### src/hw/gb_cart_params.svh
`ifndef GB_CART_PARAMS_SVH
`define GB_CART_PARAMS_SVH

// bus widths
`define CART_ADDR_W    16  // cpu address
`define CART_DATA_W    8   // cpu data
`define ROM_WADDR_W    24  // rom word address
`define DL_ADDR_W      25  // download byte address
`define DL_DATA_W      16  // download word
`define ROM_BANK_W     9   // up to 512 rom banks
`define RAM_BANK_W     4   // up to 16 ram banks
`define CRAM_ADDR_W    17  // 128 KB of cart ram

// cartridge header locations in the download stream
`define HDR_CGB_ADDR   25'h142  // colour flag, not decoded here
`define HDR_TYPE_ADDR  25'h146  // mapper code in the high byte
`define HDR_SIZE_ADDR  25'h148  // rom size low byte and ram size high byte

// cpu address regions, taken from cpu_addr[15:13]
`define REG_RAM_EN     3'b000  // 0000-1fff
`define REG_ROM_BANK   3'b001  // 2000-3fff
`define REG_RAM_BANK   3'b010  // 4000-5fff
`define REG_MODE       3'b011  // 6000-7fff
`define REG_CRAM       3'b101  // a000-bfff

`define RAM_ENABLE_KEY 4'ha    // low nibble that unlocks the ram

`endif

### src/hw/gb_cart_pkg.sv
`include "gb_cart_params.svh"

package gb_cart_pkg;

	// ----------------------------------------
	// mapper kinds
	// ----------------------------------------
	typedef enum logic [2:0] {
		MAP_NONE, // plain 32k rom
		MAP_MBC1,
		MAP_MBC2,
		MAP_MBC3,
		MAP_MBC5
	} mapper_t;

	// masks used for rom and ram mirroring
	typedef logic [`ROM_BANK_W-1:0] rom_mask_t;
	typedef logic [`RAM_BANK_W-1:0] ram_mask_t;

	// bank registers as written by the cpu
	typedef logic [`ROM_BANK_W-1:0] rom_bank_t;
	typedef logic [`RAM_BANK_W-1:0] ram_bank_t;

	// decoded header, one word
	typedef struct packed {
		mapper_t   mapper;
		rom_mask_t rom_mask;
		ram_mask_t ram_mask;
	} cart_hdr_t;

endpackage

### src/hw/cart_bank_if.sv
`timescale 1ns/1ps

interface cart_bank_if;
	import gb_cart_pkg::*;

	// header side
	mapper_t   mapper;
	rom_mask_t rom_mask;
	ram_mask_t ram_mask;

	// cpu written registers
	rom_bank_t rom_bank;
	ram_bank_t ram_bank;
	logic      ram_enable;
	logic      mbc1_mode; // 0 selects 16/8 mode
	logic      mbc3_mode; // 1 selects rtc at a000

	modport hdr (output mapper, rom_mask, ram_mask);
	modport ctrl (input mapper,
		output rom_bank, ram_bank, ram_enable, mbc1_mode, mbc3_mode);
	modport map (input mapper, rom_mask, ram_mask, rom_bank, ram_bank,
		ram_enable, mbc1_mode, mbc3_mode);
	modport ram (input mapper, rom_mask, ram_mask, rom_bank, ram_bank,
		ram_enable, mbc1_mode, mbc3_mode);

endinterface

### src/hw/rom_map.sv
`timescale 1ns/1ps
`include "gb_cart_params.svh"

module rom_map (
	input  logic [`CART_ADDR_W-1:0] cpu_addr,
	input  logic                    cpu_rd,
	cart_bank_if.map                bank,
	output logic [`ROM_WADDR_W-1:0] rom_addr,
	output logic                    rom_rd
);
	import gb_cart_pkg::*;

	logic [6:0] mbc1_bank;  // ram bank bits on top in mode 0
	rom_bank_t  eff_bank;   // masked bank for mirroring
	logic [9:0] bank_field; // 16k bank plus the 8k half

	always_comb begin
		mbc1_bank = {bank.mbc1_mode ? 2'b00 : bank.ram_bank[1:0], bank.rom_bank[4:0]};

		case (bank.mapper)
			MAP_MBC1: eff_bank = {2'b00, mbc1_bank & bank.rom_mask[6:0]};
			MAP_MBC5: eff_bank = bank.rom_bank & bank.rom_mask; // full 9 bits
			default:  eff_bank = {2'b00, bank.rom_bank[6:0] & bank.rom_mask[6:0]};
		endcase

		if (bank.mapper == MAP_NONE) begin
			bank_field = {8'd0, cpu_addr[14:13]}; // linear 32k
		end else begin
			case (cpu_addr[15:14])
				2'b00:   bank_field = {9'd0, cpu_addr[13]};    // fixed bank 0
				2'b01:   bank_field = {eff_bank, cpu_addr[13]}; // switched bank
				default: bank_field = 10'd0;
			endcase
		end
	end

	// word address, byte lane picked later from cpu_addr[0]
	assign rom_addr = {2'b00, bank_field, cpu_addr[12:1]};
	assign rom_rd   = cpu_rd & (cpu_addr[15:13] != `REG_CRAM);

endmodule
### src/flat_wrapper.sv
// flat-port wrapper written by rule: the top's interface ports become plain ports
module rom_map_flat import gb_cart_pkg::*;
  (cpu_addr, cpu_rd, rom_addr, rom_rd, bank_mapper, bank_rom_mask, bank_ram_mask, bank_rom_bank, bank_ram_bank, bank_ram_enable, bank_mbc1_mode, bank_mbc3_mode);
  cart_bank_if bank_i ();
  input  logic [`CART_ADDR_W-1:0] cpu_addr;
  input  logic cpu_rd;
  output logic [`ROM_WADDR_W-1:0] rom_addr;
  output logic rom_rd;
  input wire logic [$bits(bank_i.mapper)-1:0] bank_mapper;
  input wire logic [$bits(bank_i.rom_mask)-1:0] bank_rom_mask;
  input wire logic [$bits(bank_i.ram_mask)-1:0] bank_ram_mask;
  input wire logic [$bits(bank_i.rom_bank)-1:0] bank_rom_bank;
  input wire logic [$bits(bank_i.ram_bank)-1:0] bank_ram_bank;
  input wire logic [$bits(bank_i.ram_enable)-1:0] bank_ram_enable;
  input wire logic [$bits(bank_i.mbc1_mode)-1:0] bank_mbc1_mode;
  input wire logic [$bits(bank_i.mbc3_mode)-1:0] bank_mbc3_mode;
  assign bank_i.mapper = bank_mapper;
  assign bank_i.rom_mask = bank_rom_mask;
  assign bank_i.ram_mask = bank_ram_mask;
  assign bank_i.rom_bank = bank_rom_bank;
  assign bank_i.ram_bank = bank_ram_bank;
  assign bank_i.ram_enable = bank_ram_enable;
  assign bank_i.mbc1_mode = bank_mbc1_mode;
  assign bank_i.mbc3_mode = bank_mbc3_mode;
  rom_map u_core (.cpu_addr(cpu_addr), .cpu_rd(cpu_rd), .bank(bank_i), .rom_addr(rom_addr), .rom_rd(rom_rd));
endmodule
### config.mk
export PLATFORM = sky130hd
export DESIGN_NAME = rom_map_flat
export DESIGN_NICKNAME = d
export VERILOG_FILES = /design/src/hw/gb_cart_pkg.sv /design/src/hw/cart_bank_if.sv /design/src/hw/rom_map.sv /design/src/flat_wrapper.sv
export VERILOG_INCLUDE_DIRS = /design/src /design/src/hw
export SDC_FILE = /design/constraint.sdc
export NUM_CORES = 1
export LEC_CHECK = 0
export ABC_AREA = 1
export BUFFER_PORTS_ARGS = -buffer_cell sky130_fd_sc_hd__buf_2
export CAP_MARGIN = 0
export CORE_UTILIZATION = 23
export DETAILED_ROUTE_END_ITERATION = 12
export GPL_ROUTABILITY_DRIVEN = 0
export PLACE_DENSITY = 0.83
export SYNTH_ARGS = -nofsm -noshare
export SYNTH_HDL_FRONTEND = slang
export SYNTH_SLANG_ARGS = --single-unit
### constraint.sdc
create_clock -name vclk -period 0.8
set_clock_uncertainty 0.1 [all_clocks]
set_input_delay 0.12 -clock vclk [all_inputs]
set_output_delay 0.12 -clock vclk [all_outputs]
set_load 0.005 [all_outputs]
## Yosys cells after proc, flatten, opt, wreduce, memory -nomap -nowiden

Cells that the tools add are included.

| word-level totals | value |
|---|---|
| flip-flop bits (word level) | 0 |
| bits in latches | 0 |
| bits in writable memories | 0 |
| ROM bits | 0 |
| input port bits | 49 |
| output and inout bits | 25 |
| logic and storage cells | 14 |
| memories kept | 0 |

| operators by class | value |
|---|---|
| $add $sub $neg | 0 |
| $mul | 0 |
| div/mod/pow operators | 0 |
| magnitude comparators | 0 |
| eq/ne operators | 4 |
| shift operators | 0 |
| mux-type cells | 4 |
| bitwise gates (word level) | 4 |
| reduce and logical (&&, ||, !) cells | 2 |

Operator list:

| kind | count |
|---|---|
| 10-bit case mux with 2 select lines | 1 |
| 9-bit case mux with 2 select lines | 1 |
| 7-bit bitwise AND | 2 |
| 10-bit 2-to-1 mux | 1 |
| 9-bit bitwise AND | 1 |
| 3-bit by 1-bit == test with 1-bit output, second input constant | 1 |
| 3-bit == test, second input constant | 1 |
| 3-bit zero test | 1 |
| 3-bit != test, second input constant | 1 |
| 2-bit by 1-bit == test with 1-bit output, second input constant | 1 |
| 2-bit zero test | 1 |
| 2-bit 2-to-1 mux | 1 |
| 1-bit bitwise AND | 1 |

## Longest topological paths before layout

Gate-level depths: netlist of run 1.

| logic depth | value |
|---|---|
| depth after elaboration | 5 |
| gate-level depth with buffers | 5 |
| depth with buffers taken out | 5 |

## Least setup slack after synthesis of run 1

OpenSTA, ideal clock, no wires.

| path | value |
|---|---|
| path kind | input -> output |
| start | input bank_mapper[2] |
| end | output rom_addr[13] |
| arrival | 0.468 ns |
| data required time | 0.580 ns |
| slack | 0.112 ns |
| stages | 3 |
| path buffers | 0 |
| path through | nor2_4 > nand2_2 > a21oi_1 |

| between the ends | value |
|---|---|
| longest elaborated chain between the ends | 4 |
| elaborated cells on any way between the ends | 6 |
| those cells by class | 2 x eq/ne; 3 x mux; 1 x reduce/logical |

Ends and longest elaborated chain:

| item | RTL line | text |
|---|---|---|
| start: declaration | flat_wrapper.sv:9 | `input wire logic [$bits(bank_i.mapper)-1:0] bank_mapper;` |
| 3-bit == test / 3-bit by 1-bit == test with 1-bit output (equally long branches) | rom_map.sv:20 | `case (bank.mapper)` |
| 9-bit case mux with 2 select lines | rom_map.sv:20 |  |
| 10-bit case mux with 2 select lines | rom_map.sv:29 | `case (cpu_addr[15:14])` |
| 10-bit 2-to-1 mux * | rom_map.sv:26 | `if (bank.mapper == MAP_NONE) begin` |
| end: declaration | flat_wrapper.sv:7 | `` output logic [`ROM_WADDR_W-1:0] rom_addr; `` |

Mark *: on every way between the ends. The rest lies on a longest branch, timed or not.

## Final worst setup path of run 1

| path | value |
|---|---|
| start | input cpu_addr[15] |
| end | output rom_addr[15] |

| between the ends | value |
|---|---|
| longest elaborated chain between the ends | 3 |
| elaborated cells on any way between the ends | 4 |
| those cells by class | 1 x eq/ne; 2 x mux; 1 x reduce/logical |

Ends and longest elaborated chain:

| item | RTL line | text |
|---|---|---|
| start: declaration | flat_wrapper.sv:5 | `` input logic [`CART_ADDR_W-1:0] cpu_addr; `` |
| 2-bit by 1-bit == test with 1-bit output / 2-bit zero test (equally long branches) | rom_map.sv:29 |  |
| 10-bit case mux with 2 select lines * | rom_map.sv:29 |  |
| 10-bit 2-to-1 mux * | rom_map.sv:26 |  |

Marked as above.

==> summary.md, run 1 <==
| Metric | Value |
|---|---|
| LEAKAGE | 0.3106 nW |
| Floorplan row count | 12 |
| Layout clock buffers | 0 |
| Crit path DAT | 0.71 ns |
| Area fraction of the dominant cell type after synthesis | 34.15% |
| Area taken by flip-flops and latches | 0 um^2 |
| Count of synthesis-stage warnings from yosys | 0 |
| # IOs | 74 |
| Number of vias after detailed routing | 414 |
| Area of all placed cells without fillers | 535.5 um^2 |
| Global-route wire length before repair | 1283 um |
| Area enclosed by the die boundary | 0.001488 mm^2 |
| Total half-perimeter wirelength after legalization and detailed placement | 772.1 um |
| RSZ-0062 raised after global routing | true |
| Cell with the largest stage delay on the worst path | sky130_fd_sc_hd__buf_2 |
| Cell accounting for the most synthesized area | sky130_fd_sc_hd__buf_4 |
| Library cells used by synthesis | 13 |
| Max incr delay on CP | 0.12 ns |
| Category of the worst setup path capture point | output port |
| Syn_area_per_cell | 5.307 um^2 |
| Most area-consuming cells after synthesis | sky130_fd_sc_hd__buf_4 34%, sky130_fd_sc_hd__nand3_1 13%, sky130_fd_sc_hd__nand2_1 9.8%, sky130_fd_sc_hd__nor2_1 8.5%, sky130_fd_sc_hd__inv_1 6.1% |
| Failing checks | negative setup slack |
| Fin. Hold Viols | 0 |
| Startpoint-to-endpoint class of the critical path | in2out |
| Period Utilization, post-route | 115.7% |
| Status | complete, but fails checks |
| # Max-Cap Violations | 0 |
| Total number of nets in the final design | 136 |
| Area overhead of the layout relative to synthesis | 73.98% |
| Min Clock Period, post-route | 0.9260 ns |
| Setup Buffers After CTS | 0 |
| Final ANT Viol Nets | 0 |
| Input/output buffers | 39 |
| Die Span Y | 38.58 um |
| Floorplan die width | 38.58 um |
| Crit-path max FO | 5 |
| Setup Viol. Count Final | 10 |
| Post-Place Worst Slack | -0.1634 ns |
| Average wire per standard cell | 9.141 um |
| Total cell area at the placement stage | 426.7 um^2 |
| Overall track demand over capacity in global routing | 11.53% |
| DRC viols | 0 |
| Maximum resistive drop on vdd | 182.3 uV |
| Power per unit of standard cell area | 410.5 mW/mm^2 |
| Smallest setup slack after layout | -0.1260 ns |
| Vias in the first global route | 364 |
| Type of the tightest min-delay check | in2out |
| First drt pass iteration count | 1 |
| Area of the core region | 0.001171 mm^2 |
| Antenna violations before repair | 0 |
| Post-synthesis instance area | 307.8 um^2 |
| Mapped Cells | 58 |
| Leading cell type by number of instances after synthesis | sky130_fd_sc_hd__buf_4 |
| Detailed-route wire length | 905 um |
| Initial core utilization | 26.28% |
| Highest Clock Rate | 1080 MHz |
| Total congestion overflow after global routing | 0 |
| Antenna diodes | 0 |
| Number of max-slew violations in the final report | 0 |
| Detailed-route vias per instance | 4.182 |
| Fraction of layout instances using a drive strength above 1 | 69.41% |
| Portion of the post-synthesis area used by sequential elements | 0% |
| Detailed router's first-iteration violation count | 0 |
| Sequential cells | 0 |
| Maximum number of pins on one net before global-route repair | 7 |
| Required time of the worst setup path | 0.58 ns |
| Number of hold-repair buffers added at the cts stage | 0 |
| Cells traversed along the worst timing path | buf_8 -> inv_8 -> nand2_8 -> inv_4 -> nand3_1 -> nor2_1 -> buf_2 |
| Post-synth top cells | 14 x sky130_fd_sc_hd__buf_4, 8 x sky130_fd_sc_hd__nand2_1, 8 x sky130_fd_sc_hd__nand3_1 |
| Kind of launch point of the worst setup path | input pin |
## critical path: cells and delay by family
family        cells  cell delay [ns]
buf+inv           4             0.34
simple gates      3             0.23
## worst paths after layout
| path | startpoint | end | slack (ns) | cells past startpoint |
|---|---|---|---|---|
| max | cpu_addr[15] | rom_addr[15] | -0.13 | 7 |
| min | cpu_addr[1] | rom_addr[0] | 0.14 | 0 |
## logic make-up after synthesis
family          after synthesis  share of synthesized area [%]
compound gates                4                          7.317
buf+inv                      23                          45.12
other cells                   1                          1.218
simple gates                 30                          46.34
## area by class of cell
class              count  area, um^2
fillers              135       635.6
repair buffers        40       241.5
multi-input cells     36       230.2
inverters              9       46.29
well taps             14       17.52
## through the flow
stage / total power [W] / hold WS (ns) / TNS, ns / cells / util [%]
6_report: 0.0002198 / 0.1400 / -1.011 / 99 / 45.73
5_1_grt: 0.0002423 / 0.1400 / -1.581 / 99 / 45.73
4_1_cts: 0.0001916 / 0.1400 / -1.184 / 99 / 40.71
3_5_place_dp: 0.0001646 / 0.1400 / -1.438 / 99 / 36.43
3_3_place_gp: 0.0001607 / 0.1400 / -1.287 / 99 / 36.43
2_1_floorplan: 0.0001167 / 0.1934 / 0 / 59 / -
## cell usage in the layout, fill, tap and decap left out, drive strengths merged
master  instances
buf            40
nand2          10
nor2           10
inv             9
nand3           8
a21oi           3
nor3            2
conb            2
a21boi          1
## per-layer routing
metal  global-route usage (%)  up-vias  share of wire, %
met5                        0        -                 0
met4                        0        0                 0
met3                    1.156        0                14
met2                    25.42       31                53
met1                    11.64      165                33
li1                         -      218                 -
## power breakdown
part           total (W)  switching, W  internal, W  leakage (nW)
Sequential             0             0            0             0
Clock                  0             0            0             0
Combinational   0.000220      0.000102     0.000117         0.311
## timing repair
action                     in CTS  in global routing
setup endpoints to repair      11                 11
pin swaps                       9                  6
resized for setup              13                 16
No activity file was read; power rests on OpenSTA's default activity.
==> run 2, diff against run 1 <==
--- a/config.mk
+++ b/config.mk
@@ -9,10 +9,12 @@
 export ABC_AREA = 1
 export BUFFER_PORTS_ARGS = -buffer_cell sky130_fd_sc_hd__buf_2
 export CAP_MARGIN = 0
-export CORE_UTILIZATION = 23
+export CELL_PAD_IN_SITES_DETAIL_PLACEMENT = 2
+export CELL_PAD_IN_SITES_GLOBAL_PLACEMENT = 2
+export CORE_UTILIZATION = 10
 export DETAILED_ROUTE_END_ITERATION = 12
 export GPL_ROUTABILITY_DRIVEN = 0
-export PLACE_DENSITY = 0.83
+export PLACE_DENSITY_LB_ADDON = 0.1
 export SYNTH_ARGS = -nofsm -noshare
 export SYNTH_HDL_FRONTEND = slang
 export SYNTH_SLANG_ARGS = --single-unit
==> run 2 against run 1 <==
- the flow finishes with violations (design-rule violations, negative setup slack)
- maximum frequency shrank 3.1%
- via count grew 4.3%
- combinational power grew 2%
- non-clock buffer count grew 1
- worst hold slack is the same
- die area grew 120%
- routed wire length grew 28%
- critical endpoint is now rom_addr[13]
- sequential cell count is the same
==> summary.md, run 2 (synthesized netlist as in run 1, its figures left out) <==
| Metric | Value |
|---|---|
| Number of hold-repair buffers added at the cts stage | 0 (unchanged) |
| Total congestion overflow after global routing | 0 (unchanged) |
| Smallest setup slack after layout | -0.1552 ns (-0.02916 ns) |
| Number of max-slew violations in the final report | 0 (unchanged) |
| Final core utilization | 19.95% (-26 points) |
| # Max-Cap Violations | 0 (unchanged) |
| M3 GR Usage | 1.361% (+0.20 points) |
| Number of vias after detailed routing | 432 (+4.3%) |
| Antenna violations before repair | 0 (unchanged) |
| Power per unit of standard cell area | 399.0 mW/mm^2 (-2.8%) |
| Initial core utilization | 10.88% (-15 points) |
| Antenna diodes | 0 (unchanged) |
| Crit-path max FO | 5 (unchanged) |
| Total half-perimeter wirelength after legalization and detailed placement | 1089 um (+41%) |
| Total number of nets in the final design | 137 (+0.74%) |
| Setup Viol. Count Final | 10 (unchanged) |
| # IOs | 74 (unchanged) |
| Overall power consumption | 0.0002252 W (+2.4%) |
| Fin. Hold Viols | 0 (unchanged) |
| Detailed-route vias per instance | 3.692 (-12%) |
| Most frequent standard cell in the layout excluding fill and tap cells | sky130_fd_sc_hd__buf_2 |
| Sequential cells | 0 (unchanged) |
| Average wire per standard cell | 9.863 um (+7.9%) |
| Input/output buffers | 39 (unchanged) |
| Global-route wire length before repair | 1966 um (+53%) |
| Required time of the worst setup path | 0.58 ns (about the same) |
| Commonest cells after routing, fill and taps aside | 34 x sky130_fd_sc_hd__buf_2, 8 x sky130_fd_sc_hd__nand2_1, 6 x sky130_fd_sc_hd__nor2_2, 6 x sky130_fd_sc_hd__nand3_1 |
| RSZ-0062 raised after global routing | true |
| Grt peak-use layer | met2 |
| First drt pass iteration count | 7 (+6) |
| DRC viols | 6 (+6) |
| Category of the worst setup path capture point | output port |
| Area of the core region | 0.002829 mm^2 (+140%) |
| Floorplan die width | 57.48 um (+49%) |
| Startpoint-to-endpoint class of the critical path | in2out |
| Min Clock Period, post-route | 0.9552 ns (+0.02916 ns) |
| GR Util met2 | 12.46% (-13 points) |
| Area enclosed by the die boundary | 0.003304 mm^2 (+120%) |
| Maximum resistive drop on vdd | 101.6 uV (-44%) |
| Floorplan row count | 19 (+7) |
| Hold Worst Slack | 0.1400 ns (unchanged) |
| Area taken by flip-flops and latches | 0 um^2 (unchanged) |
| Vias in the first global route | 446 (+23%) |
| Layout clock buffers | 0 (unchanged) |
| Maximum number of pins on one net before global-route repair | 7 (unchanged) |
| Highest Clock Rate | 1047 MHz (-3.1%) |
| Status | complete, but fails checks |
| Die Span Y | 57.48 um (+49%) |
| Fraction of layout instances using a drive strength above 1 | 70.93% (+1.5 points) |
| Post-Place Worst Slack | -0.2261 ns (-0.06276 ns) |
| Type of the tightest min-delay check | in2out |
| Failing checks | design-rule violations, negative setup slack |
| Area overhead of the layout relative to synthesis | 83.33% |
| Crit path DAT | 0.74 ns (+0.03 ns) |
| GR met1 Demand/Resource | 9.660% (-2.0 points) |
| Detailed-route wire length | 1154 um (+28%) |
| Setup Buffers After CTS | 0 (unchanged) |
| Kind of launch point of the worst setup path | input pin |
| Aggregate negative setup slack | -1.197 ns (-0.1856 ns) |
| Overall track demand over capacity in global routing | 7.190% (-4.3 points) |
| LEAKAGE | 0.3132 nW (+0.85%) |
| Final ANT Viol Nets | 0 (unchanged) |
| Detailed router's first-iteration violation count | 9 (+9) |
| Period Utilization, post-route | 119.4% (+3.6 points) |
## run 2: changes by cell type in the layout (fill, tap and decap cells not counted), sizes merged
cell | before | now
buf | 40 | 41
## run 2: path summary, 6_finish.rpt
path	slack, ns	to	startpoint	cells past startpoint
max	-0.16	rom_addr[13]	bank_mapper[2]	5
min	0.14	rom_addr[11]	cpu_addr[12]	0
## run 2: what timing repair did
| item | 4_1_cts | 5_1_grt |
|---|---|---|
| setup endpoints to repair | 11 | 11 |
| resized for setup | 17 | 14 |
| hold endpoints to repair | 0 | 0 |
| pin swaps | 11 | 9 |
## run 2: per-layer routing
layer | routed length (um) | share of wire [%]
met5 | 0 | 0
met4 | 0 | 0
met3 | 150 | 13
met1 | 474 | 41
met2 | 528 | 46
## run 2: layout make-up
class              instances  area (um^2)
fillers                  366         2265
repair buffers            41        252.7
multi-input cells         36        229.0
inverters                  9        43.79
well taps                 31        38.79
## run 2: through the flow
step           cells  area [um^2]
2_1_floorplan     59        311.5
5_1_grt          117        564.3
6_report         117        564.3
3_3_place_gp     117        455.4
4_1_cts          117        515.5
3_5_place_dp     117        455.4
## run 2: where the power goes
part / switching, W / total [W] / internal (W)
sequential: 0 / 0 / 0
combinational: 0.000105 / 0.000225 / 0.000121
clock: 0 / 0 / 0
total: 0.000105 / 0.000225 / 0.000121
## run 2: worst max-delay path: stages
cell and delay (ns):
sky130_fd_sc_hd__buf_8 0.10, sky130_fd_sc_hd__nor2_4 0.17, sky130_fd_sc_hd__nand2_4 0.10, sky130_fd_sc_hd__a21oi_2 0.13, sky130_fd_sc_hd__buf_2 0.12
