===== src/hw/gb_cart_params.svh =====
`ifndef GB_CART_PARAMS_SVH
`define GB_CART_PARAMS_SVH

// bus widths
`define CART_ADDR_W    16  // cpu address
`define CART_DATA_W    8   // cpu data
`define ROM_WADDR_W    24  // rom word address
`define DL_ADDR_W      25  // download byte address
`define DL_DATA_W      16  // download word
`define ROM_BANK_W     9   // up to 512 rom banks
`define RAM_BANK_W     4   // up to 16 ram banks
`define CRAM_ADDR_W    17  // 128 KB of cart ram

// cartridge header locations in the download stream
`define HDR_CGB_ADDR   25'h142  // colour flag, not decoded here
`define HDR_TYPE_ADDR  25'h146  // mapper code in the high byte
`define HDR_SIZE_ADDR  25'h148  // rom size low byte and ram size high byte

// cpu address regions, taken from cpu_addr[15:13]
`define REG_RAM_EN     3'b000  // 0000-1fff
`define REG_ROM_BANK   3'b001  // 2000-3fff
`define REG_RAM_BANK   3'b010  // 4000-5fff
`define REG_MODE       3'b011  // 6000-7fff
`define REG_CRAM       3'b101  // a000-bfff

`define RAM_ENABLE_KEY 4'ha    // low nibble that unlocks the ram

`endif


===== src/hw/gb_cart_pkg.sv =====
`include "gb_cart_params.svh"

package gb_cart_pkg;

	// ----------------------------------------
	// mapper kinds
	// ----------------------------------------
	typedef enum logic [2:0] {
		MAP_NONE, // plain 32k rom
		MAP_MBC1,
		MAP_MBC2,
		MAP_MBC3,
		MAP_MBC5
	} mapper_t;

	// masks used for rom and ram mirroring
	typedef logic [`ROM_BANK_W-1:0] rom_mask_t;
	typedef logic [`RAM_BANK_W-1:0] ram_mask_t;

	// bank registers as written by the cpu
	typedef logic [`ROM_BANK_W-1:0] rom_bank_t;
	typedef logic [`RAM_BANK_W-1:0] ram_bank_t;

	// decoded header, one word
	typedef struct packed {
		mapper_t   mapper;
		rom_mask_t rom_mask;
		ram_mask_t ram_mask;
	} cart_hdr_t;

endpackage


===== src/hw/cart_bank_if.sv =====
`timescale 1ns/1ps

interface cart_bank_if;
	import gb_cart_pkg::*;

	// header side
	mapper_t   mapper;
	rom_mask_t rom_mask;
	ram_mask_t ram_mask;

	// cpu written registers
	rom_bank_t rom_bank;
	ram_bank_t ram_bank;
	logic      ram_enable;
	logic      mbc1_mode; // 0 selects 16/8 mode
	logic      mbc3_mode; // 1 selects rtc at a000

	modport hdr (output mapper, rom_mask, ram_mask);
	modport ctrl (input mapper,
		output rom_bank, ram_bank, ram_enable, mbc1_mode, mbc3_mode);
	modport map (input mapper, rom_mask, ram_mask, rom_bank, ram_bank,
		ram_enable, mbc1_mode, mbc3_mode);
	modport ram (input mapper, rom_mask, ram_mask, rom_bank, ram_bank,
		ram_enable, mbc1_mode, mbc3_mode);

endinterface


===== src/hw/cart_header.sv =====
`timescale 1ns/1ps
`include "gb_cart_params.svh"

module cart_header (
	input  logic                  clk_sys,
	input  logic                  reset,
	input  logic                  dl_active,
	input  logic                  dl_wr,
	input  logic [`DL_ADDR_W-1:0] dl_addr,
	input  logic [`DL_DATA_W-1:0] dl_data,
	cart_bank_if.hdr              bank
);
	import gb_cart_pkg::*;

	logic [7:0] type_code; // raw mapper byte
	logic [7:0] rom_code;  // raw rom size byte
	logic [7:0] ram_code;  // raw ram size byte
	logic [9:0] mask_full; // one bit wider than the rom mask
	logic       dl_we;
	cart_hdr_t  hdr;

	assign dl_we = dl_active & dl_wr;

	// ----------------------------------------
	// header byte capture
	// ----------------------------------------
	always_ff @(posedge clk_sys) begin
		if (reset) begin
			type_code <= 8'h00;
			rom_code  <= 8'h00;
			ram_code  <= 8'h00;
		end else if (dl_we) begin
			case (dl_addr)
				`HDR_TYPE_ADDR: type_code <= dl_data[15:8];
				`HDR_SIZE_ADDR: {ram_code, rom_code} <= dl_data; // both sizes in one word
				default: ;
			endcase
		end
	end

	// 2^(size+1)-1 banks
	assign mask_full = (10'd1 << (rom_code[3:0] + 4'd1)) - 10'd1;

	always_comb begin
		case (type_code) inside
			[8'd1:8'd3]:   hdr.mapper = MAP_MBC1;
			[8'd5:8'd6]:   hdr.mapper = MAP_MBC2;
			[8'd15:8'd19]: hdr.mapper = MAP_MBC3; // with and without rtc
			[8'd25:8'd30]: hdr.mapper = MAP_MBC5;
			default:       hdr.mapper = MAP_NONE; // unknown mappers run as plain rom
		endcase

		if (rom_code == 8'd0)
			hdr.rom_mask = rom_mask_t'(1); // 32k, two banks
		else if (rom_code <= 8'd8)
			hdr.rom_mask = mask_full[`ROM_BANK_W-1:0];
		else
			hdr.rom_mask = rom_mask_t'(7'h7f); // odd 1.1M to 1.5M sizes

		if (ram_code <= 8'd2)
			hdr.ram_mask = '0;          // none, 2k or 8k in one bank
		else if (ram_code == 8'd3)
			hdr.ram_mask = 4'h3;        // 32k in 4 banks
		else
			hdr.ram_mask = 4'hf;        // 128k in 16 banks
	end

	assign bank.mapper   = hdr.mapper;
	assign bank.rom_mask = hdr.rom_mask;
	assign bank.ram_mask = hdr.ram_mask;

endmodule


===== src/flat_wrapper.sv =====
// flat-port wrapper written by rule: the top's interface ports become plain ports
module cart_header_flat import gb_cart_pkg::*;
  (clk_sys, reset, dl_active, dl_wr, dl_addr, dl_data, bank_mapper, bank_rom_mask, bank_ram_mask);
  cart_bank_if bank_i ();
  input  logic clk_sys;
  input  logic reset;
  input  logic dl_active;
  input  logic dl_wr;
  input  logic [`DL_ADDR_W-1:0] dl_addr;
  input  logic [`DL_DATA_W-1:0] dl_data;
  output wire logic [$bits(bank_i.mapper)-1:0] bank_mapper;
  output wire logic [$bits(bank_i.rom_mask)-1:0] bank_rom_mask;
  output wire logic [$bits(bank_i.ram_mask)-1:0] bank_ram_mask;
  assign bank_mapper = bank_i.mapper;
  assign bank_rom_mask = bank_i.rom_mask;
  assign bank_ram_mask = bank_i.ram_mask;
  cart_header u_core (.clk_sys(clk_sys), .reset(reset), .dl_active(dl_active), .dl_wr(dl_wr), .dl_addr(dl_addr), .dl_data(dl_data), .bank(bank_i));
endmodule

===== config.mk =====
export PLATFORM = sky130hd
export DESIGN_NAME = cart_header_flat
export DESIGN_NICKNAME = d
export VERILOG_FILES = /design/src/hw/gb_cart_pkg.sv /design/src/hw/cart_bank_if.sv /design/src/hw/cart_header.sv /design/src/flat_wrapper.sv
export VERILOG_INCLUDE_DIRS = /design/src /design/src/hw
export SDC_FILE = /design/constraint.sdc
export NUM_CORES = 1
export LEC_CHECK = 0
export ABC_CLOCK_PERIOD_IN_PS = 2780
export BUFFER_PORTS_ARGS = -buffer_cell sky130_fd_sc_hd__buf_4
export CORE_ASPECT_RATIO = 1.4
export CORE_MARGIN = 4
export CORE_UTILIZATION = 49
export CTS_BUF_LIST = sky130_fd_sc_hd__clkbuf_8
export DETAILED_ROUTE_END_ITERATION = 10
export HOLD_SLACK_MARGIN = 0.15
export PLACE_DENSITY = 0.92
export SKIP_CTS_REPAIR_TIMING = 1
export SYNTH_ARGS = -nofsm -noshare
export SYNTH_HDL_FRONTEND = slang
export SYNTH_SLANG_ARGS = --single-unit

===== constraint.sdc =====
create_clock -name clk_sys -period 2.78 [get_ports clk_sys]
set_clock_uncertainty 0.1 [all_clocks]
set_input_delay 0.417 -clock clk_sys [delete_from_list [all_inputs] [get_ports clk_sys]]
set_output_delay 0.417 -clock clk_sys [all_outputs]
set_load 0.1 [all_outputs]

* Word level (Yosys, flattened, before mapping)
Cells that the tools add are included.
** Word-level totals
- Register bits :: 24
- Bits in latches :: 0
- RAM bits :: 0
- Bits in read-only memories :: 0
- Output and inout port bits :: 16
- Word-level logic and storage cells :: 35
- Memories :: 0
** Cells by class
- Add/subtract/negate cells :: 2
- Multiply operators :: 0
- Divide/modulo/power cells :: 0
- Magnitude comparators :: 10
- Equal/unequal tests :: 3
- Shift operators :: 1
- Multiplexer cells :: 8
- Bitwise operators :: 1
- Reductions and logical operators :: 7
** Operators by type and width (number)
- == test 25 x 9 -> 1 bit (second input constant) :: 2
- 2-to-1 mux 9 bit :: 2
- <= comparator 8 x 2 -> 1 bit (second input constant) :: 2
- <= comparator 8 x 5 -> 1 bit (second input constant) :: 2
- 2-to-1 mux 3 bit :: 4
- left shift 1 x 4 -> 9 bit (first input constant) :: 1
- subtractor 9 x 1 -> 9 bit (second input constant) :: 1
- == test 8 x 2 -> 1 bit (second input constant) :: 1
- >= comparator 8 x 1 -> 1 bit (second input constant) :: 1
- >= comparator 8 x 3 -> 1 bit (second input constant) :: 1
- >= comparator 8 x 4 -> 1 bit (second input constant) :: 1
- >= comparator 8 x 5 -> 1 bit (second input constant) :: 1
- <= comparator 8 x 3 -> 1 bit (second input constant) :: 1
- <= comparator 8 x 4 -> 1 bit (second input constant) :: 1
- zero test 8 bit :: 1
- 2-to-1 mux 4 bit :: 2
- adder 4 x 1 -> 4 bit (second input constant) :: 1
- logical AND 1 bit :: 4
- AND reduction 2 bit :: 2
- AND 1 bit :: 1

* Logic depth before layout (Yosys ltp)
Gate-level depths: netlist of the first run.
- Depth in word-level cells :: 6
- Gate-level depth with buffers :: 9
- Depth with buffers taken out :: 7

* Worst setup path before layout of the first run
No wires, ideal clock.
- Kind :: reg2out
- Start :: register u_core.rom_code[1]
- End :: output port bank_rom_mask[2]
- Arrival time :: 4.925 ns
- Data required time :: 2.263 ns
- Slack :: -2.662 ns
- Cell stages (with the launch flop) :: 9
- Path buffers :: 2
- Path through :: dfxtp_1 > clkbuf_1 > nor3_1 > nand2b_1 > ha_1 > clkbuf_1 > nand2b_1 > o21ai_0 > o311ai_0
** Between the ends
- Longest elaborated chain between the ends :: 5
- Elaborated cells on any way between the ends :: 7
- Those cells by class :: 2 x add/sub; 1 x order compare; 1 x shift; 2 x mux; 1 x reduce/logical
** Ends and longest elaborated chain
- start: declaration :: line cart_header.sv:16 : logic [7:0] rom_code;
- start signal: assignment :: line cart_header.sv:35 : `HDR_SIZE_ADDR: {ram_code, rom_code} <= dl_data;
- adder 4 x 1 -> 4 bit :: line cart_header.sv:42 : assign mask_full = (10'd1 << (rom_code[3:0] + 4'd1)) - 10'd1;
- left shift 1 x 4 -> 9 bit :: line cart_header.sv:42
- subtractor 9 x 1 -> 9 bit :: line cart_header.sv:42
- 2-to-1 mux 9 bit :: line cart_header.sv:55 : else if (rom_code <= 8'd8)
- 2-to-1 mux 9 bit (*) :: line cart_header.sv:53 : if (rom_code == 8'd0)
- end: declaration :: line flat_wrapper.sv:12 : output wire logic [$bits(bank_i.rom_mask)-1:0] bank_rom_mask;
Mark *: on every way between the ends. The rest lies on a longest branch, timed or not.

* Final worst setup path of the first run
- Start :: register u_core.rom_code[1]
- End :: output port bank_rom_mask[6]
Same word-level chain as after synthesis.

==> metrics.yaml, run 1 <==
cts.root.buffer_cell: "clkbuf_8"
hp-class: "input port to flip-flop"
peakVddDrop_mv: 0.305
rows: 23
critPathArrivalTime_ns: 2.09
whs_ns: 0.318
path_max_fanout: 11
gp_congestion: 0.842
dp_hpwl_mm: 2.96
drc: 0
synth_xor_area_share_pct: 0.597
synth_ff_type: "dfxtp_1"
vias: 1638
synth_seq_cells: 24
drt_iter0_drc: 66
clk_pin_slew_ns: 0.08
core_area_mm2: 0.00288
ys_seq_area_share_pct: 32.7
synthesis.nets: 234
yosys.area_share.simple_pct: 31.9
hold_viol: 0
slew_viol_final: 0
grt_overflow: 0
fmax_mhz: 383
clock_sinks: 24
finalCritPeriodShare_pct: 93.9
synth_cells: 188
fin_ws_ns: 0.168
die_h_um: 72.8
vias_per_cell: 6.00
max_slew_margin_pct: 65.8
dp_slack_ns: 0.455
io_buffers: 59
wl_mm: 4.05
utilization_pct: 68.8
min_period_ns: 2.61
maxCapViolCount: 0
crit_required_ns: 2.26
synth_common_cells: "33 x o21ai_0, 31 x a21oi_1, 26 x nand4_1, 24 x dfxtp_1, 10 x clkbuf_1"
die-area_mm2: 0.00395
boundaryPins: 61
crit_type: "flip-flop to primary output"
grt_use_total_pct: 21.4
synth.most_common_cell: "o21ai_0"
worst_pin_slew_ns: 0.512
insertion_delay_ns: 0.26
start_util_pct: 51.0
synth_top_family_by_area: "simple AND/OR/NAND/NOR gates"
cp-end-kind: "primary output"
cts_tree: "done"
cellPowerDensity_mw_per_mm2: 329
nets: 283
grt_max_degree: 25
synthAdderAreaFrac_pct: 0.853
synthesis.area_mm2: 0.00147
yosysTopAreaCellShare_pct: 32.7
detail-route-antenna-nets: 0
p_total_uw: 651
drive_gt1_share_pct: 36.0
startpoint_type: "flip-flop"
area_growth_pct: 35.0
synth_compound_area_share_pct: 24.8
setup_viol: 0
diodes: 0
synth_async_sr_flop_share_pct: 0
synth_cell_type_count: 36
grt_pass1_wl_mm: 6.51
synth.area.mux_share_pct: 0
die_w_um: 54.3
wl_per_cell_um: 14.8
syn_avg_cell_area_um2: 7.81
cts_max_path_buffers: 2
antenna_found_initial: 0
grt_pass1_vias: 1460
yosysWarnings: 0
synth_area_leader_cell: "dfxtp_1"
outcome: "finished, final reports clean"
cts_made_buffers: 3
leakage_nw: 0.788
htree_num_levels: 1
synth_edf_count: 0
rsz0062_at_grt: "no"
synth_area_leaders: "dfxtp_1 33%, o21ai_0 11%, nand4_1 11%, a21oi_1 11%, buf_6 3.1%"
finalSetupTns_ns: 0
dr.pass1.iters: 4
[critical path, cell delays in order, from the launching register on]
cell and delay (ns):
dfxtp_1 0.61, nand4_1 0.16, ha_2 0.27, o21ai_0 0.20
nand2b_1 0.09, a21oi_1 0.19, o21ai_2 0.08, buf_4 0.23
[final timing paths]
| kind | depth (start not counted) | start | endpoint | slack, ns |
|---|---|---|---|---|
| worst max-delay path | 7 | u_core.rom_code[1] | bank_rom_mask[6] | 0.17 |
| worst min-delay path | 3 | dl_data[3] | u_core.rom_code[3] | 0.32 |
| worst min register to register | 2 | u_core.ram_code[7] | u_core.ram_code[7] | 0.38 |
| worst max register to register | 2 | u_core.rom_code[1] | u_core.rom_code[1] | 1.68 |
[layout by cell type, fill, tap and decap left out, types with 2 or more instances in the layout]
cell type | synthesis | routed
nor4_2 | 3 | 3
nor4_1 | 3 | 2
and4bb_2 | 2 | 2
nor3_1 | 3 | 2
nand2b_1 | 5 | 4
dfxtp_1 | 24 | 24
buf_4 | 5 | 65
nand4_1 | 26 | 26
a21oi_1 | 31 | 30
nor2_1 | 7 | 6
nand3_1 | 3 | 3
clkbuf_8 | 0 | 4
nor4_4 | 1 | 2
nand2_1 | 7 | 7
o21ai_0 | 33 | 31
[where the power goes]
| group | total [mW] | switching [mW] | internal (mW) |
|---|---|---|---|
| clock | 0.231 | 0.105 | 0.126 |
| sequential | 0.343 | 0.00000000402 | 0.343 |
| combinational | 0.0767 | 0.0318 | 0.0448 |
| total | 0.651 | 0.137 | 0.514 |
[metal layers]
layer | up-vias | GRT usage, % | wire length [µm]
li1 | 805 | - | -
met1 | 768 | 27.3 | 1610
met2 | 61 | 35.8 | 2140
met3 | 4 | 1.23 | 256
met4 | 0 | 9.97 | 46
met5 | - | 0 | 0
[registers in the layout, summed over array words and instances, names as in the netlist]
register	flops
u_core.type_code	8
u_core.rom_code	8
u_core.ram_code	8
[metrics by stage]
stage               std cells  instance area, µm²
CTS                       273                1980
global route              273                1980
global placement          269                1930
floorplan                 188                1550
detailed placement        269                1930
finish                    273                1980
[logic make-up after synthesis]
family,Yosys count
buf+inv,21
flops,24
other cells,1
simple gates,70
xor+xnor,1
compound gates,70
fa+ha+maj,1
[layout make-up]
type	instances	area, µm²
Clock buffer	4	55.1
Tap cell	37	46.3
Sequential cell	24	480
Fill cell	253	897
Timing Repair Buffer	65	488
Multi-Input combinational cell	143	911
Note: power is estimated with default switching activity, not from simulation.
==> run 2, diff against run 1 <==
--- a/config.mk
+++ b/config.mk
@@ -10,11 +10,11 @@
 export BUFFER_PORTS_ARGS = -buffer_cell sky130_fd_sc_hd__buf_4
 export CORE_ASPECT_RATIO = 1.4
 export CORE_MARGIN = 4
-export CORE_UTILIZATION = 49
-export CTS_BUF_LIST = sky130_fd_sc_hd__clkbuf_8
+export CORE_UTILIZATION = 48
 export DETAILED_ROUTE_END_ITERATION = 10
 export HOLD_SLACK_MARGIN = 0.15
-export PLACE_DENSITY = 0.92
+export MAX_ROUTING_LAYER = met4
+export PLACE_DENSITY = 0.91
 export SKIP_CTS_REPAIR_TIMING = 1
 export SYNTH_ARGS = -nofsm -noshare
 export SYNTH_HDL_FRONTEND = slang
==> metrics.yaml, run 2 (synthesis results as in run 1) <==
outcome: "finished, final reports clean"
wl_mm: 3.87
grt_overflow: 0
drc: 0
rows: 23
vias: 1620
die_w_um: 54.7
slew_viol_final: 0
drt_iter0_drc: 52
clkPwrFrac_pct: 41.8
boundaryPins: 61
grt_pass1_wl_mm: 6.53
stdcell_count: 273
die_h_um: 73.4
cts_tree: "done"
maxCapViolCount: 0
clock_sinks: 24
crit_required_ns: 2.26
fmax_mhz: 382
detail-route-antenna-nets: 0
antenna_found_initial: 0
gp_congestion: 0.860
fillers: 246
hp-class: "input port to flip-flop"
hold_viol: 0
internal-power_uw: 581
layout_common_cells: "65 x buf_4, 31 x o21ai_0, 30 x a21oi_1, 26 x nand4_1, 24 x dfxtp_1"
leakage_nw: 0.795
finalCritPeriodShare_pct: 94.1
cellPowerDensity_mw_per_mm2: 362
top_regs: "u_core.ram_code x8, u_core.rom_code x8, u_core.type_code x8"
dr.pass1.iters: 4
setup_viol: 0
cts_made_buffers: 3
core_area_mm2: 0.00291
die-area_mm2: 0.00402
grt_use_total_pct: 22.0
drive_gt1_share_pct: 36.0
rsz0062_at_grt: "no"
final_common_cell: "buf_4"
diodes: 0
p_total_uw: 724
fin_ws_ns: 0.165
crit_type: "flip-flop to primary output"
combPwrFrac_pct: 10.7
finalSetupTns_ns: 0
io_buffers: 59
start_util_pct: 50.5
area_growth_pct: 36.1
min_period_ns: 2.61
critPathArrivalTime_ns: 2.10
cts.root.buffer_cell: "clkbuf_8"
grt_pass1_vias: 1594
nets: 283
swShare_pct: 19.8
vias_per_cell: 5.93
whs_ns: 0.316
path_max_fanout: 11
dp_slack_ns: 0.468
startpoint_type: "flip-flop"
cts_max_path_buffers: 2
dp_hpwl_mm: 2.91
clk_pin_slew_ns: 0.08
wl_per_cell_um: 14.2
place_inst: 269
p_sw_uw: 143
insertion_delay_ns: 0.27
cp-end-kind: "primary output"
peakVddDrop_mv: 0.278
htree_num_levels: 1
p_seq_share_pct: 47.4
grt_max_degree: 25
[run 2: cell types whose count changed in the layout (fill, tap and decap cells not counted)]
cell,previous run,this run
clkbuf_8,4,3
bufinv_16,0,1
[run 2: through the flow]
step	util [%]	cell area, µm²
2_1_floorplan	-	1550
3_3_place_gp	66.3	1930
3_5_place_dp	66.3	1930
4_1_cts	68.7	2000
5_1_grt	68.7	2000
6_report	68.7	2000
[run 2: worst paths after layout]
path / start / end / slack [ns] / cells after the start
min reg2reg: u_core.type_code[5] / u_core.type_code[5] / 0.38 / 2
min: dl_data[1] / u_core.rom_code[1] / 0.32 / 3
max: u_core.rom_code[1] / bank_rom_mask[4] / 0.17 / 7
max reg2reg: u_core.rom_code[1] / u_core.rom_code[1] / 1.72 / 2
[run 2: layout make-up]
type                            instances  area, µm²  area share (%)
Multi-Input combinational cell        143        911            45.6
Timing Repair Buffer                   65        488            24.4
Sequential cell                        24        480            24.1
Tap cell                               37       46.3            2.32
Clock buffer                            3       41.3            2.07
Clock inverter                          1       30.0            1.50
[run 2: critical path, stage by stage, from the launching register on]
cell and delay (ns):
dfxtp_1 0.61, nand4_1 0.16, ha_2 0.27, nand2b_4 0.15, nand2b_1 0.08, o21ai_1 0.07, o211ai_1 0.18, buf_4 0.31
[run 2: power by group through the flow]
stage	Clock, mW	Sequential (mW)	Combinational (mW)
6_report	0.303	0.343	0.0776
5_1_grt	0.317	0.343	0.0833
4_1_cts	0.303	0.343	0.0774
3_5_place_dp	0	0.352	0.0771
3_3_place_gp	0	0.352	0.0761
2_1_floorplan	0	0.352	0.0208
[run 2: routing by layer]
metal | wire (µm) | GRT usage, % | share of wire, % | vias up
li1 | - | - | - | 806
met3 | 304 | 2.23 | 7.8 | 9
met2 | 2000 | 38.4 | 52 | 75
met4 | 68 | 7.20 | 1.8 | 0
met5 | 0 | - | 0 | -
met1 | 1500 | 25.2 | 39 | 730
==> run 3, diff against run 2 <==
==> constraint.sdc (replaced) <==
create_clock -name clk_sys -period 2.78 [get_ports clk_sys]
set_clock_uncertainty 0.1 [all_clocks]
set_input_delay 0.417 -clock clk_sys [delete_from_list [all_inputs] [get_ports clk_sys]]
set_output_delay 0.417 -clock clk_sys [all_outputs]
set_load 0.02 [all_outputs]
==> metrics.yaml, run 3 (synthesis results as in run 1) <==
hp-class: "input port to flip-flop"
r2r_end: "u_core.rom_code[2]"
detail-route-antenna-nets: 0
final_common_cell: "buf_4"
finalSetupTns_ns: 0
drc: 0
clock_sinks: 24
boundaryPins: 61
setup_viol: 0
insertion_delay_ns: 0.26
cp_slowest_stage_delay_ns: 0.40
fillers: 265
hold_viol: 0
grtUsageMet2_pct: 39.2
multiInputGateArea_um2: 860
start_util_pct: 50.5
die_h_um: 73.4
seq_area_um2: 480
area_growth_pct: 31.5
crit_required_ns: 2.26
grt_use_total_pct: 22.6
nets: 283
cts_tree: "done"
drt_iter0_drc: 68
core_area_mm2: 0.00291
critPathArrivalTime_ns: 2.12
busiest_layer: "met2"
rsz0062_at_grt: "no"
path_max_fanout: 11
clk_pin_slew_ns: 0.08
whs_ns: 0.319
leakage_nw: 0.776
grt_max_degree: 25
grt_use_met1_pct: 26.5
grt_pass1_vias: 1606
finalCritPeriodShare_pct: 94.9
outcome: "finished, final reports clean"
fmax_mhz: 379
r2r-start: "u_core.rom_code[2]"
grtUsageMet3_pct: 2.23
vias: 1663
top_regs: "u_core.ram_code x8, u_core.rom_code x8, u_core.type_code x8"
htree_num_levels: 1
cellPowerDensity_mw_per_mm2: 337
dp_hpwl_mm: 3.05
antenna_found_initial: 0
cts_made_buffers: 3
min-delay-start: "dl_data[3]"
slew_viol_final: 0
cts_max_path_buffers: 2
max_slew_margin_pct: 54.5
die_w_um: 54.7
critical-path-slowest-cell: "dfxtp_1"
layout_common_cells: "65 x buf_4, 32 x o21ai_0, 31 x a21oi_1, 26 x nand4_1, 24 x dfxtp_1"
rrSetupSlack_ns: 1.79
design_area_mm2: 0.00193
crit_chain: "nor3_1 > buf_4 > nand2b_1 > ha_2 > nand2b_1 > nand2b_1 > o21ai_0 > o211ai_1 > buf_4"
grt_pass1_wl_mm: 6.77
place_area_mm2: 0.00187
cts.root.buffer_cell: "clkbuf_8"
path_common_cell: "nand2b_1"
vias_per_cell: 6.09
grt_overflow: 0
rows: 23
crit_type: "flip-flop to primary output"
maxCapViolCount: 0
dp_slack_ns: 0.404
io_buffers: 59
wl_mm: 4.12
die-area_mm2: 0.00402
p_total_uw: 651
drive_gt1_share_pct: 33.1
hold_end: "u_core.rom_code[3]"
hold_depth: 3
cp-end-kind: "primary output"
startpoint_type: "flip-flop"
worst_pin_slew_ns: 0.676
fin_ws_ns: 0.143
reg2reg_depth: 2
dr.pass1.iters: 4
peakVddDrop_mv: 0.229
min_period_ns: 2.64
wl_per_cell_um: 15.1
gp_congestion: 0.794
diodes: 0
run 3: layout make-up:
| cell class | count | share of cell area, % |
|---|---|---|
| multi-input cells | 143 | 44.6 |
| repair buffers | 65 | 25.3 |
| flip-flops and latches | 24 | 24.9 |
| clock buffers | 4 | 2.85 |
| well taps | 37 | 2.40 |
run 3: worst max path at each step:
stage / depth (start not counted) / slack (ns) / end / startpoint
3_5_place_dp: 9 / 0.40 / bank_rom_mask[4] / u_core.rom_code[1]
3_3_place_gp: 9 / 0.55 / bank_rom_mask[4] / u_core.rom_code[1]
2_1_floorplan: 8 / 0.22 / bank_rom_mask[2] / u_core.rom_code[1]
5_1_grt: 9 / 0.07 / bank_rom_mask[4] / u_core.rom_code[1]
6_report: 9 / 0.14 / bank_rom_mask[4] / u_core.rom_code[1]
4_1_cts: 9 / 0.10 / bank_rom_mask[4] / u_core.rom_code[1]
run 3: critical path: cells and delay by family (launching register included):
kind            cells  cell delay, ns
simple gates        4            0.58
flops               1            0.40
buf+inv             2            0.33
compound gates      2            0.30
fa+ha+maj           1            0.24
run 3: layer usage:
metal | vias to the layer above | part of all wire, %
met4 | 0 | 1.5
met3 | 7 | 7.8
met5 | - | 0
li1 | 805 | -
met1 | 767 | 36
met2 | 84 | 54
run 3: report_power, final:
| part | total [mW] | internal (mW) | switching [mW] |
|---|---|---|---|
| combinational | 0.0730 | 0.0449 | 0.0281 |
| clock | 0.235 | 0.126 | 0.108 |
| sequential | 0.343 | 0.343 | 0.00000000364 |
run 3: through the flow:
stage               std cells  utilization (%)
floorplan                 188                -
global placement          269             64.4
detailed placement        269             64.4
CTS                       273             66.3
global route              273             66.4
finish                    273             66.4
